$ cat src/design/mem_pkg.sv
`default_nettype none

package mem_pkg;

    ////////////////////////////////////////////////////////////
    // widths with a meaning
    ////////////////////////////////////////////////////////////

    // byte address
    typedef logic [31:0] xlen_t;

    // one instruction or one data word
    typedef logic [31:0] word_t;

    // one memory bus beat, two words
    typedef logic [63:0] block_t;

    // memory transaction tag
    // zero means no tag, or a refused command
    typedef logic [3:0] mem_tag_t;

    // reorder tag that rides along with a memory op
    typedef logic [4:0] op_tag_t;

    ////////////////////////////////////////////////////////////
    // bus encodings
    ////////////////////////////////////////////////////////////

    // bus commands, same codes as the processor memory
    typedef logic [1:0] bus_cmd_t;
    localparam bus_cmd_t BUS_NONE  = 2'h0;
    localparam bus_cmd_t BUS_LOAD  = 2'h1;
    localparam bus_cmd_t BUS_STORE = 2'h2;

    // access sizes
    // byte and half codes exist on the bus, never issued here
    typedef logic [1:0] mem_size_t;
    localparam mem_size_t SIZE_WORD   = 2'h2;
    localparam mem_size_t SIZE_DOUBLE = 2'h3;

    // one entry per tag value, entry 0 never filled
    localparam int NUM_MEM_TAGS = 16;

endpackage

`default_nettype wire

$ cat src/design/mem_port_if.sv
`default_nettype none

interface mem_port_if;

    // request side, a level held until accepted
    mem_pkg::bus_cmd_t  command;
    mem_pkg::xlen_t     addr;
    mem_pkg::word_t     data;
    mem_pkg::mem_size_t size;

    // same cycle as the request it answers
    logic               accepted;

    // one-cycle reply strobe, block valid with it
    logic               reply_valid;
    mem_pkg::block_t    reply_data;

    modport requester (
        output command, addr, data, size,
        input  accepted, reply_valid, reply_data
    );

    modport arbiter (
        input  command, addr, data, size,
        output accepted, reply_valid, reply_data
    );

endinterface

`default_nettype wire

$ cat src/design/fetch_unit.sv
`default_nettype none

module fetch_unit #(
    parameter mem_pkg::xlen_t RESET_PC = '0
) (
    input  wire logic            clock,
    input  wire logic            reset,
    input  wire logic            take_branch,
    input  wire mem_pkg::xlen_t  branch_target,
    mem_port_if.requester        port,
    output logic                 fetch_valid,
    output mem_pkg::xlen_t       fetch_pc,
    output mem_pkg::word_t       fetch_inst
);

    // idle presents the request, wait holds the one outstanding load
    typedef enum logic {
        FETCH_IDLE,
        FETCH_WAIT
    } fetch_state_e;

    fetch_state_e   state;
    mem_pkg::xlen_t pc;
    // reply of the load in flight is stale
    logic           squash;
    // set one edge after reset releases
    logic           fetch_on;

    ////////////////////////////////////////////////////////////
    // request side
    ////////////////////////////////////////////////////////////

    assign port.command = (state == FETCH_IDLE && fetch_on) ? mem_pkg::BUS_LOAD
                                                             : mem_pkg::BUS_NONE;
    // whole block holding pc
    assign port.addr    = {pc[31:3], 3'b000};
    assign port.data    = '0;
    assign port.size    = mem_pkg::SIZE_DOUBLE;

    ////////////////////////////////////////////////////////////
    // delivery
    ////////////////////////////////////////////////////////////

    // a branch in the reply cycle also kills the reply
    assign fetch_valid = port.reply_valid && !squash && !take_branch;
    assign fetch_pc    = pc;
    // pc bit 2 picks the word inside the block
    assign fetch_inst  = pc[2] ? port.reply_data[63:32] : port.reply_data[31:0];

    always_ff @(posedge clock or posedge reset) begin
        if (reset) begin
            state    <= FETCH_IDLE;
            pc       <= RESET_PC;
            squash   <= 1'b0;
            fetch_on <= 1'b0;
        end else begin
            fetch_on <= 1'b1;
            case (state)
                FETCH_IDLE: begin
                    if (port.accepted) begin
                        state  <= FETCH_WAIT;
                        // load just taken is already for the old pc
                        squash <= take_branch;
                    end
                end
                FETCH_WAIT: begin
                    if (port.reply_valid) begin
                        state  <= FETCH_IDLE;
                        squash <= 1'b0;
                    end else if (take_branch) begin
                        squash <= 1'b1;
                    end
                end
                default: begin
                    state <= FETCH_IDLE;
                end
            endcase
            // redirect beats the sequential step
            if (take_branch) begin
                pc <= branch_target;
            end else if (fetch_valid) begin
                pc <= pc + 32'd4;
            end
        end
    end

    // arbiter must never route a block here with nothing out
    no_reply_in_idle: assert property (@(posedge clock) disable iff (reset)
        port.reply_valid |-> (state == FETCH_WAIT))
        else $error("fetch reply while no load outstanding");

endmodule

`default_nettype wire

$ cat src/design/load_store_queue.sv
`default_nettype none

module load_store_queue #(
    parameter int LSQ_DEPTH = 4
) (
    input  wire logic              clock,
    input  wire logic              reset,
    input  wire logic              mem_op_valid,
    input  wire logic              mem_op_store,
    input  wire mem_pkg::xlen_t    mem_op_addr,
    input  wire mem_pkg::word_t    mem_op_data,
    input  wire mem_pkg::op_tag_t  mem_op_tag,
    mem_port_if.requester          port,
    output logic                   lsq_free,
    output logic                   load_done,
    output mem_pkg::op_tag_t       load_tag,
    output mem_pkg::word_t         load_data
);

    // depth is a power of two, pointers wrap on their own
    localparam int PTR_W = $clog2(LSQ_DEPTH);
    localparam int CNT_W = PTR_W + 1;

    // ready presents the head, wait holds for a load reply
    typedef enum logic {
        LSQ_READY,
        LSQ_WAIT
    } lsq_state_e;

    // entry storage
    logic             q_store [LSQ_DEPTH];
    mem_pkg::xlen_t   q_addr  [LSQ_DEPTH];
    mem_pkg::word_t   q_data  [LSQ_DEPTH];
    mem_pkg::op_tag_t q_tag   [LSQ_DEPTH];

    logic [PTR_W-1:0] head;
    logic [PTR_W-1:0] tail;
    logic [CNT_W-1:0] count;
    lsq_state_e       state;

    logic             has_head;
    logic             head_store;
    mem_pkg::xlen_t   head_addr;
    logic             enq;
    logic             deq;

    ////////////////////////////////////////////////////////////
    // head entry to memory
    ////////////////////////////////////////////////////////////

    assign has_head   = count != '0;
    assign head_store = q_store[head];
    assign head_addr  = q_addr[head];

    always_comb begin
        port.command = mem_pkg::BUS_NONE;
        if (has_head && state == LSQ_READY) begin
            port.command = head_store ? mem_pkg::BUS_STORE : mem_pkg::BUS_LOAD;
        end
    end

    // loads fetch the whole block, stores keep bit 2 for lane select
    assign port.addr = head_store ? head_addr : {head_addr[31:3], 3'b000};
    assign port.data = q_data[head];
    assign port.size = head_store ? mem_pkg::SIZE_WORD : mem_pkg::SIZE_DOUBLE;

    ////////////////////////////////////////////////////////////
    // load result
    ////////////////////////////////////////////////////////////

    assign load_done = (state == LSQ_WAIT) && port.reply_valid;
    assign load_tag  = q_tag[head];
    // addr bit 2 picks the word
    assign load_data = head_addr[2] ? port.reply_data[63:32] : port.reply_data[31:0];

    ////////////////////////////////////////////////////////////
    // queue bookkeeping
    ////////////////////////////////////////////////////////////

    assign lsq_free = count < CNT_W'(LSQ_DEPTH);
    assign enq      = mem_op_valid && lsq_free;
    // store leaves when accepted, load when its reply lands
    assign deq      = (has_head && state == LSQ_READY && head_store && port.accepted)
                    || load_done;

    always_ff @(posedge clock) begin
        if (enq) begin
            q_store[tail] <= mem_op_store;
            q_addr[tail]  <= mem_op_addr;
            q_data[tail]  <= mem_op_data;
            q_tag[tail]   <= mem_op_tag;
        end
    end

    always_ff @(posedge clock or posedge reset) begin
        if (reset) begin
            head  <= '0;
            tail  <= '0;
            count <= '0;
            state <= LSQ_READY;
        end else begin
            if (enq) begin
                tail <= tail + PTR_W'(1);
            end
            if (deq) begin
                head <= head + PTR_W'(1);
            end
            count <= count + CNT_W'(enq) - CNT_W'(deq);
            case (state)
                LSQ_READY: begin
                    // one load in flight at most, order kept by stalling
                    if (has_head && !head_store && port.accepted) begin
                        state <= LSQ_WAIT;
                    end
                end
                LSQ_WAIT: begin
                    if (port.reply_valid) begin
                        state <= LSQ_READY;
                    end
                end
                default: begin
                    state <= LSQ_READY;
                end
            endcase
        end
    end

    // sender has to look at lsq_free first
    no_enq_when_full: assert property (@(posedge clock) disable iff (reset)
        mem_op_valid |-> lsq_free)
        else $error("memory op sent while queue full");

    // arbiter routes data replies only to our outstanding load
    no_stray_reply: assert property (@(posedge clock) disable iff (reset)
        port.reply_valid |-> (state == LSQ_WAIT))
        else $error("data reply while no load outstanding");

endmodule

`default_nettype wire

$ cat src/design/mem_arbiter.sv
`default_nettype none

module mem_arbiter (
    input  wire logic                clock,
    input  wire logic                reset,
    mem_port_if.arbiter              fetch_port,
    mem_port_if.arbiter              data_port,
    output mem_pkg::bus_cmd_t        proc2mem_command,
    output mem_pkg::xlen_t           proc2mem_addr,
    output mem_pkg::block_t          proc2mem_data,
    output mem_pkg::mem_size_t       proc2mem_size,
    input  wire mem_pkg::mem_tag_t   mem2proc_response,
    input  wire mem_pkg::block_t     mem2proc_data,
    input  wire mem_pkg::mem_tag_t   mem2proc_tag
);

    // owner bit values in the tag table
    localparam logic OWN_FETCH = 1'b0;
    localparam logic OWN_DATA  = 1'b1;

    logic                             data_sel;
    logic                             req_taken;
    logic                             load_taken;
    mem_pkg::xlen_t                   sel_addr;
    mem_pkg::word_t                   sel_word;
    logic [mem_pkg::NUM_MEM_TAGS-1:0] own_valid;
    logic [mem_pkg::NUM_MEM_TAGS-1:0] own_data;
    logic                             reply_hit;
    logic                             reply_to_data;

    ////////////////////////////////////////////////////////////
    // request select
    ////////////////////////////////////////////////////////////

    // data port wins whenever it has a command up
    assign data_sel = data_port.command != mem_pkg::BUS_NONE;

    always_comb begin
        if (data_sel) begin
            proc2mem_command = data_port.command;
            proc2mem_size    = data_port.size;
            sel_addr         = data_port.addr;
            sel_word         = data_port.data;
        end else begin
            proc2mem_command = fetch_port.command;
            proc2mem_size    = fetch_port.size;
            sel_addr         = fetch_port.addr;
            sel_word         = fetch_port.data;
        end
    end

    assign proc2mem_addr = sel_addr;
    // store word goes to the half named by addr bit 2
    assign proc2mem_data = sel_addr[2] ? {sel_word, 32'h0} : {32'h0, sel_word};

    // nonzero response tag means memory took it
    assign req_taken  = (proc2mem_command != mem_pkg::BUS_NONE) && (mem2proc_response != '0);
    assign load_taken = req_taken && (proc2mem_command == mem_pkg::BUS_LOAD);

    // losing port never sees accepted
    assign data_port.accepted  = req_taken && data_sel;
    assign fetch_port.accepted = req_taken && !data_sel;

    ////////////////////////////////////////////////////////////
    // tag ownership table
    ////////////////////////////////////////////////////////////

    // clear on reply first, so a tag reused in the same cycle stays valid
    always_ff @(posedge clock or posedge reset) begin
        if (reset) begin
            own_valid <= '0;
        end else begin
            if (mem2proc_tag != '0) begin
                own_valid[mem2proc_tag] <= 1'b0;
            end
            if (load_taken) begin
                own_valid[mem2proc_response] <= 1'b1;
            end
        end
    end

    // owning port per tag
    always_ff @(posedge clock) begin
        if (load_taken) begin
            own_data[mem2proc_response] <= data_sel ? OWN_DATA : OWN_FETCH;
        end
    end

    ////////////////////////////////////////////////////////////
    // reply steering
    ////////////////////////////////////////////////////////////

    assign reply_hit     = (mem2proc_tag != '0) && own_valid[mem2proc_tag];
    assign reply_to_data = own_data[mem2proc_tag] == OWN_DATA;

    assign data_port.reply_valid  = reply_hit && reply_to_data;
    assign fetch_port.reply_valid = reply_hit && !reply_to_data;
    // block goes to both, strobe picks the owner
    assign data_port.reply_data   = mem2proc_data;
    assign fetch_port.reply_data  = mem2proc_data;

    // memory only replies to tags it handed out for loads
    reply_has_owner: assert property (@(posedge clock) disable iff (reset)
        (mem2proc_tag != '0) |-> own_valid[mem2proc_tag])
        else $error("reply tag %0d has no owner", mem2proc_tag);

    // memory must not hand out a tag still in flight
    tag_not_reused: assert property (@(posedge clock) disable iff (reset)
        load_taken |-> (!own_valid[mem2proc_response] || mem2proc_tag == mem2proc_response))
        else $error("tag %0d accepted while still outstanding", mem2proc_response);

endmodule

`default_nettype wire

$ cat src/design/mem_subsystem.sv
`default_nettype none

module mem_subsystem #(
    parameter int             LSQ_DEPTH = 4,
    parameter mem_pkg::xlen_t RESET_PC  = '0
) (
    input  wire logic               clock,
    input  wire logic               reset,
    // fetch side
    input  wire logic               take_branch,
    input  wire mem_pkg::xlen_t     branch_target,
    output logic                    fetch_valid,
    output mem_pkg::xlen_t          fetch_pc,
    output mem_pkg::word_t          fetch_inst,
    // memory ops in program order
    input  wire logic               mem_op_valid,
    input  wire logic               mem_op_store,
    input  wire mem_pkg::xlen_t     mem_op_addr,
    input  wire mem_pkg::word_t     mem_op_data,
    input  wire mem_pkg::op_tag_t   mem_op_tag,
    output logic                    lsq_free,
    output logic                    load_done,
    output mem_pkg::op_tag_t        load_tag,
    output mem_pkg::word_t          load_data,
    // processor memory port
    output mem_pkg::bus_cmd_t       proc2mem_command,
    output mem_pkg::xlen_t          proc2mem_addr,
    output mem_pkg::block_t         proc2mem_data,
    output mem_pkg::mem_size_t      proc2mem_size,
    input  wire mem_pkg::mem_tag_t  mem2proc_response,
    input  wire mem_pkg::block_t    mem2proc_data,
    input  wire mem_pkg::mem_tag_t  mem2proc_tag
);

    // one port per requester into the arbiter
    mem_port_if fetch_port ();
    mem_port_if data_port ();

    fetch_unit #(
        .RESET_PC (RESET_PC)
    ) fetch_unit_i (
        .clock         (clock),
        .reset         (reset),
        .take_branch   (take_branch),
        .branch_target (branch_target),
        .port          (fetch_port),
        .fetch_valid   (fetch_valid),
        .fetch_pc      (fetch_pc),
        .fetch_inst    (fetch_inst)
    );

    load_store_queue #(
        .LSQ_DEPTH (LSQ_DEPTH)
    ) load_store_queue_i (
        .clock        (clock),
        .reset        (reset),
        .mem_op_valid (mem_op_valid),
        .mem_op_store (mem_op_store),
        .mem_op_addr  (mem_op_addr),
        .mem_op_data  (mem_op_data),
        .mem_op_tag   (mem_op_tag),
        .port         (data_port),
        .lsq_free     (lsq_free),
        .load_done    (load_done),
        .load_tag     (load_tag),
        .load_data    (load_data)
    );

    mem_arbiter mem_arbiter_i (
        .clock             (clock),
        .reset             (reset),
        .fetch_port        (fetch_port),
        .data_port         (data_port),
        .proc2mem_command  (proc2mem_command),
        .proc2mem_addr     (proc2mem_addr),
        .proc2mem_data     (proc2mem_data),
        .proc2mem_size     (proc2mem_size),
        .mem2proc_response (mem2proc_response),
        .mem2proc_data     (mem2proc_data),
        .mem2proc_tag      (mem2proc_tag)
    );

endmodule

`default_nettype wire

$ cat config.mk
export PLATFORM = sky130hd
export DESIGN_NAME = mem_subsystem
export DESIGN_NICKNAME = d
export VERILOG_FILES = /design/src/design/mem_pkg.sv /design/src/design/mem_port_if.sv /design/src/design/fetch_unit.sv /design/src/design/load_store_queue.sv /design/src/design/mem_arbiter.sv /design/src/design/mem_subsystem.sv
export SDC_FILE = /design/constraint.sdc
export NUM_CORES = 1
export LEC_CHECK = 0
export BUFFER_PORTS_ARGS = -buffer_cell sky130_fd_sc_hd__buf_4
export CORE_MARGIN = 2
export CORE_UTILIZATION = 32
export CTS_CLUSTER_DIAMETER = 40
export DETAILED_ROUTE_END_ITERATION = 12
export GPL_ROUTABILITY_DRIVEN = 1
export PLACE_DENSITY = 0.48
export REMOVE_ABC_BUFFERS = 1
export SYNTH_ARGS = -nofsm -noshare
export SYNTH_HDL_FRONTEND = slang
export SYNTH_HIERARCHICAL = 1
export SYNTH_SLANG_ARGS = --single-unit
$ cat constraint.sdc
create_clock -name clock -period 8.2 [get_ports clock]
set_input_delay 0.41 -clock clock [delete_from_list [all_inputs] [get_ports clock]]
set_output_delay 0.41 -clock clock [all_outputs]
set_load 0.01 [all_outputs]
==> flow_summary.toml, run 1 <==
[run_status]
status = "complete, no violations"

[routing]
drt_iter0_markers = 622
drc = 0
wirelength_um = 47200
first_pass_iters = 5
met1_length_um = 19200
met2_length_um = 23400
dr_wl_met3_um = 3550
vias = 10600
ant_nets = 0
wl_per_cell_um = 20.9
viasPerCell = 4.71
top_layer = "met5"

[die]
row_count = 85
io_pins = 382
die_x_um = 238
core_area_mm2 = 0.0539
initial_utilization_pct = 32.4
fp.dieArea_mm2 = 0.0564
die_y_um = 238

[placement]
place_ws_ns = 3.21
dp_hpwl_um = 31800
port-buffer-count = 380
globalplace.congestion = 0.777

[worst_hold_path]
worstHoldPathType = "in2reg"
hold_path_startpoint = "branch_target[9]"

[timing]
timing.hold.ws_ns = 0.0353
finalHoldViolCount = 0
fmax_ghz = 0.184
relSlewSlack_pct = 23.4
fin_crit_ns = 5.44
worstMarginPinSlew_ns = 1.14
fin_ws_ns = 2.76
rsz0062_at_grt = "false"
skew_ns = 0.0333
drv_slew = 0
fin_setup_tns_ns = 0
fin_crit_sh_pct = 66.4
setup_viol = 0

[synthesis]
synth_area_per_cell_um2 = 14.7
synth_area_mm2 = 0.0175
ys_ff_latch = 354
async_flop_share_pct = 16.4
synth-edff-count = 296
yosysWarnings = 6
synth_ff_type = "edfxtp_1"
synthDistinctLibCells = 61
ys_seq_area_share_pct = 59.2
syn_inst = 1188

[clocking]
cts_sinks = 354
root_buffer = "clkbuf_16"
numCtsBuffers = 59
post_cts_buffers = 0
cts.path.max_buffers = 3
cts_tree = "built"
clk_transition_reported_paths_ns = 0.05
cts.repair.resized = 0
insertion_delay_ns = 0.61
htree_levels = 2

[layout]
final_cell_mix = "buf_4 (390), edfxtp_1 (296), nor2_1 (97)"
mostFrequentLayoutCell = "buf_4"
final_nets = 1688
drive_gt1_share_pct = 44.0
areaGrowthSynthToFinish_pct = 29.0

[setup_path]
cpPeakStageDelay_ns = 1.08
path_delay_family = "multiplexers"
critPathBufInv = 3
critical_path_class = "reg2out"
crit_path_start = "load_store_queue_i/head[0]$_DFFE_PP0P_"
cpMostUsedCell = "buf_4"
end_kind = "output port"
r2r-start = "load_store_queue_i/head[0]$_DFFE_PP0P_"
cp-start-kind = "flop"
crit_required_ns = 7.79
crit_path_cell_trace = "mux2i_2 -> nor3b_1 -> nor2_4 -> buf_4 -> mux2i_4 -> inv_2 -> nor2_1 -> buf_4"
cp.arrival_ns = 5.03
crit_fanout = 47
crit_slowest_cell = "dfrtp_4"

[pwr]
peakVddDrop_mv = 0.241
leakage_nw = 8.70
power_density_mw_per_mm2 = 361

[grt]
antenna_found_initial = 14
grt_pass1_vias = 10800
grt_usage_pct = 16.5
grt_first_pass_wirelength_um = 69500
grt_max_degree = 54
overflow = 0

[run]
max-cap-violations = 0
[metal layers]
layer | up-vias | global-route usage [%]
li1 | 4892 | -
met1 | 5265 | 20.0
met2 | 390 | 28.4
met3 | 68 | 4.62
met4 | 10 | 5.39
met5 | - | 0
[cell families (layout without fill, tap and decap cells)]
kind of cell             after synthesis  after routing  synth area share [%]
buffers and inverters                276            604                  10.5
AO/OA/AOI/OAI                         95             95                  3.45
other                                  4             50                0.0860
XOR/XNOR                              12             12                 0.602
AND/OR/NAND/NOR                      222            222                  6.26
multiplexers                         217            217                  19.2
flip-flops                           354            354                  59.2
adder cells (fa/ha/maj)                8              8                 0.616
[path summary, 6_finish.rpt]
kind / endpoint / slack [ns] / cells past startpoint
min in group asynchronous: load_store_queue_i/state$_DFF_PP0_ / 0.41 / 3
min: fetch_unit_i/fetch_pc[9]$_DFFE_PP0N_ / 0.04 / 3
max in group asynchronous: fetch_unit_i/fetch_pc[9]$_DFFE_PP0N_ / 6.93 / 3
max: proc2mem_data[11] / 2.76 / 8
max reg2reg: load_store_queue_i/count[2]$_DFF_PP0_ / 3.91 / 14
min reg2reg: mem_arbiter_i/own_valid[2]$_DFF_PP0_ / 0.50 / 2
[where the power goes]
part | internal, mW | switching (mW) | leakage [nW]
Combinational | 1.58 | 1.59 | 4.34
Clock | 1.59 | 0.909 | 0.974
Sequential | 2.27 | 0.189 | 3.39
Total | 5.44 | 2.69 | 8.70
[final cells by class]
type / instances / area (µm²)
antenna: 9 / 22.5
clock buffer: 69 / 1550
clock inverter: 43 / 503
fill: 4959 / 31400
inverter: 24 / 90.1
multi-input combinational: 595 / 5440
sequential: 354 / 10300
tap: 696 / 871
timing repair buffer: 468 / 3710
[sequential cells by signal, indices dropped and copies added (netlist names)]
register                    count
load_store_queue_i/q_store      4
fetch_unit_i/fetch_pc          32
fetch_unit_i/fetch_on           1
mem_arbiter_i/own_valid        15
load_store_queue_i/q_data     128
load_store_queue_i/state        1
load_store_queue_i/q_tag       20
load_store_queue_i/head         2
mem_arbiter_i/own_data         16
load_store_queue_i/tail         2
fetch_unit_i/state              1
load_store_queue_i/q_addr     128
fetch_unit_i/squash             1
load_store_queue_i/count        3
[synthesized netlist by cell type (2+ instances only)]
master | instances | area, µm²
or3_1 | 2 | 12.5
nor4_1 | 2 | 12.5
ha_1 | 7 | 87.6
nand4_1 | 8 | 50.1
clkbuf_1 | 25 | 93.8
a31oi_1 | 14 | 87.6
buf_1 | 4 | 15.0
or4_1 | 18 | 135
o22ai_1 | 2 | 12.5
o21bai_1 | 2 | 15.0
o21ai_0 | 39 | 195
nor2b_1 | 9 | 56.3
mux2i_2 | 2 | 27.5
mux4_2 | 75 | 1690
nor2_1 | 97 | 364
edfxtp_1 | 296 | 8890
o211ai_1 | 3 | 22.5
nand3b_1 | 3 | 22.5
and3_1 | 2 | 12.5
nand2b_1 | 6 | 37.5
xnor2_1 | 7 | 61.3
mux2_4 | 29 | 435
a21oi_1 | 5 | 25.0
inv_2 | 2 | 7.51
conb_1 | 4 | 15.0
buf_2 | 21 | 105
nand3_1 | 12 | 60.1
mux2i_1 | 37 | 370
nor3_1 | 8 | 40.0
dfrtp_1 | 58 | 1450
xor2_1 | 5 | 43.8
mux2_2 | 74 | 833
nand2_1 | 35 | 131
a311o_1 | 3 | 30.0
inv_1 | 22 | 82.6
and4_1 | 3 | 26.3
buf_4 | 196 | 1470
and2_1 | 8 | 50.1
o31ai_1 | 17 | 128
buf_6 | 5 | 56.3
[through the flow]
step / power [mW] / util (%) / instances / area (µm²)
3_3_place_gp: 5.70 / 36.5 / 2059 / 19700
4_1_cts: 8.28 / 41.7 / 2249 / 22500
2_1_floorplan: 4.29 / - / 973 / 15800
6_report: 8.13 / 41.8 / 2258 / 22500
3_5_place_dp: 5.71 / 36.5 / 2059 / 19700
5_1_grt: 8.57 / 41.8 / 2257 / 22500
[worst min-delay path: cells and delay by family]
family          cells  cell delay, ns
compound gates      1            0.06
simple gates        1            0.04
buf+inv             1            0.07
[what timing repair did]
item | 4_1_cts | 5_1_grt
hold buffers | 78 | 0
endpoints found under the setup margin | 0 | 0
endpoints found under the hold margin | 306 | 0
Power figures use the tool's default switching activity.
==> run 2: changes to the inputs <==
ABC_AREA = 1   (was not set)
PLACE_DENSITY = 0.47   (was 0.48)
clock period = 5.6 ns   (was 8.2 ns; I/O delays follow)
==> run 2 against run 1 <==
Against the previous run: core utilization is 0.18 points higher; hold slack better by 0.0089 ns; clock skew is 0.021 ns lower; cell count is 33% higher; setup slack worse by 1.9 ns; clock power is 49% higher; die area is 4.1% higher; critical path depth is 2 higher; wire length is 20% higher; flip-flop and latch count is 1 higher; clock-buffer cell count is 4 lower; critical endpoint unchanged.
==> flow_summary.toml, run 2 <==
[run_status]
status = "complete, no violations"

[clocking]
cts_tree = "built"
htree_levels = 2
clk_transition_reported_paths_ns = 0.06
root_buffer = "clkbuf_16"
insertion_delay_ns = 0.63
numCtsBuffers = 60
post_cts_buffers = 0
cts_sinks = 355
cts.path.max_buffers = 3

[layout]
drive_gt1_share_pct = 25.3
final_area_mm2 = 0.0236
stdcell_count = 3006
final-seq-area_mm2 = 0.0104
mostFrequentLayoutCell = "nand2_1"
nFillCells = 5487
final_nets = 2384
multi_input_area_mm2 = 0.00579
final_cell_mix = "nand2_1 (403), buf_4 (397), edfxtp_1 (296)"
areaGrowthSynthToFinish_pct = 29.8

[setup_path]
crit_required_ns = 5.32
end_kind = "output port"
crit_path_start = "load_store_queue_i/head[0]$_DFFE_PP0P_"
cp-start-kind = "flop"
cp.arrival_ns = 4.47
r2r-start = "load_store_queue_i/head[0]$_DFFE_PP0P_"
crit_fanout = 47
critical_path_class = "reg2out"

[timing]
fin_crit_sh_pct = 84.8
relSlewSlack_pct = 32.2
skew_ns = 0.0123
drv_slew = 0
timing.hold.ws_ns = 0.0441
rsz0062_at_grt = "false"
worstMarginPinSlew_ns = 1.02
fin_crit_ns = 4.75
setup_viol = 0
fmax_ghz = 0.211
finalHoldViolCount = 0

[routing]
viasPerCell = 4.64
ant_nets = 0
first_pass_iters = 5
wl_per_cell_um = 18.8
drt_iter0_markers = 1000
vias = 14000
wirelength_um = 56400
drc = 0

[pwr]
p_clk_share_pct = 51.1
seq_power_share_pct = 40.2
peakVddDrop_mv = 0.222
power_density_mw_per_mm2 = 309
leakage_nw = 10.0
p_sw_share_pct = 24.6
netSwitchingPower_mw = 1.79
p_comb_share_pct = 8.7
p_int_mw = 5.50

[die]
core_area_mm2 = 0.0563
die_y_um = 242
row_count = 87
fp.dieArea_mm2 = 0.0588
io_pins = 382
initial_utilization_pct = 32.3
die_x_um = 242

[synthesis]
yosys.area_share.simple_pct = 17.7
synth.most_common_cell = "nand2_1"
synth_fa_ha_area_share_pct = 0.591
syn_inst = 1874
ys_ff_latch = 355
muxShareOfSynthArea_pct = 3.74
async_flop_share_pct = 16.6
yosysWarnings = 6
synthDistinctLibCells = 38
synth_commonest_cells = "nand2_1 (403), edfxtp_1 (296), nor2_1 (283)"
synth_top_area_cell = "edfxtp_1"
synth_compound_area_share_pct = 8.01
synth_area_per_cell_um2 = 9.71
synth_top_family_by_area = "simple AND/OR/NAND/NOR gates"
synth_ff_type = "edfxtp_1"
synth-edff-count = 296
synth_area_mm2 = 0.0182
synth.area.top_cells = "edfxtp_1 (49%), buf_4 (8.5%), nand2_1 (8.3%)"
ys_seq_area_share_pct = 57.0
yosys.area.top_type_share_pct = 48.9
synth-xor-area-share_pct = 0.722

[placement]
place_area_mm2 = 0.0204
globalplace.congestion = 0.918
dpl.cell_count = 2783
dp_hpwl_um = 37600
port-buffer-count = 381

[grt]
grt_pass1_vias = 14000
grt_first_pass_wirelength_um = 85400
grt_max_degree = 73
overflow = 0
grt_usage_pct = 18.9
antenna_found_initial = 5

[worst_hold_path]
worstHoldPathType = "in2reg"
hold_path_startpoint = "mem2proc_response[0]"

[run]
max-cap-violations = 0
run 2: cell count changes after synthesis, moves of 22 or more:
cell,change
buf_2,+22
inv_1,+55
mux2_2,-42
mux2_4,-29
mux4_2,-75
nand2_1,+368
nand3_1,+72
nor2_1,+186
o21ai_0,+133
o22ai_1,+67
run 2: cells by family after synthesis:
logic type	after synthesis
AND/OR/NAND/NOR	796
buffers and inverters	366
flip-flops	355
AO/OA/AOI/OAI	266
multiplexers	64
XOR/XNOR	15
adder cells (fa/ha/maj)	8
other	4
run 2: final timing paths:
kind,to,slack (ns),cells past startpoint
min in group asynchronous,load_store_queue_i/state$_DFF_PP0_,0.24,3
min reg2reg,mem_arbiter_i/own_valid[0]$_DFF_PP0_,0.38,0
max in group asynchronous,fetch_unit_i/fetch_pc[27]$_DFFE_PP0N_,4.53,3
min,mem_arbiter_i/own_valid[8]$_DFF_PP0_,0.04,4
max reg2reg,load_store_queue_i/count[2]$_DFF_PP0_,1.78,16
max,proc2mem_data[11],0.85,10
run 2: timing repair:
| item | 4_1_cts | 5_1_grt |
|---|---|---|
| resized for setup | 0 | 0 |
| hold buffers | 109 | 0 |
| endpoints found under the hold margin | 374 | 0 |
run 2: power by group through the flow:
stage / clock network (mW) / logic [mW] / registers, mW
2_1_floorplan: 0 / 0.203 / 2.98
3_3_place_gp: 0 / 0.569 / 2.99
3_5_place_dp: 0 / 0.570 / 2.99
4_1_cts: 3.80 / 0.638 / 2.94
5_1_grt: 3.93 / 0.687 / 2.94
6_report: 3.73 / 0.631 / 2.94
run 2: area by class of cell:
type                    instances  area share, %
clock inverters                48           2.36
flip-flops and latches        355           43.9
inverters                      83           1.33
repair buffers                508           17.4
diodes                          1         0.0106
well taps                     756           4.01
multi-input cells            1190           24.5
clock buffers                  65           6.44
run 2: routing by layer:
layer  wire length (µm)  global-route usage [%]  share of wire [%]  up-vias
met5                 47                       0              0.083        -
met4               1490                    5.81                2.6        8
met3               3550                    4.22                6.3       92
met2              26900                    31.8                 48      445
met1              24500                    24.1                 43     6645
li1                   -                       -                  -     6769
run 2: critical path, cell delays in order (launching register included):
cell     delay [ns]
dfrtp_4        0.61
buf_4          0.51
nand2_2        0.12
nand3_4        0.39
nand2_2        0.57
nor2_1         0.39
o21ai_4        0.09
buf_4          0.27
inv_2          0.52
nor2_1         0.11
buf_4          0.17
run 2: per-stage QoR:
stage	utilization, %	power (mW)	setup TNS, ns	setup slack (ns)
detailed placement	36.3	3.56	0	1.43
CTS	42.0	7.38	0	0.731
finish	42.0	7.30	0	0.850
global placement	36.3	3.56	0	1.48
floorplan	-	3.18	-272.73	-2.93
global route	42.0	7.56	0	0.467
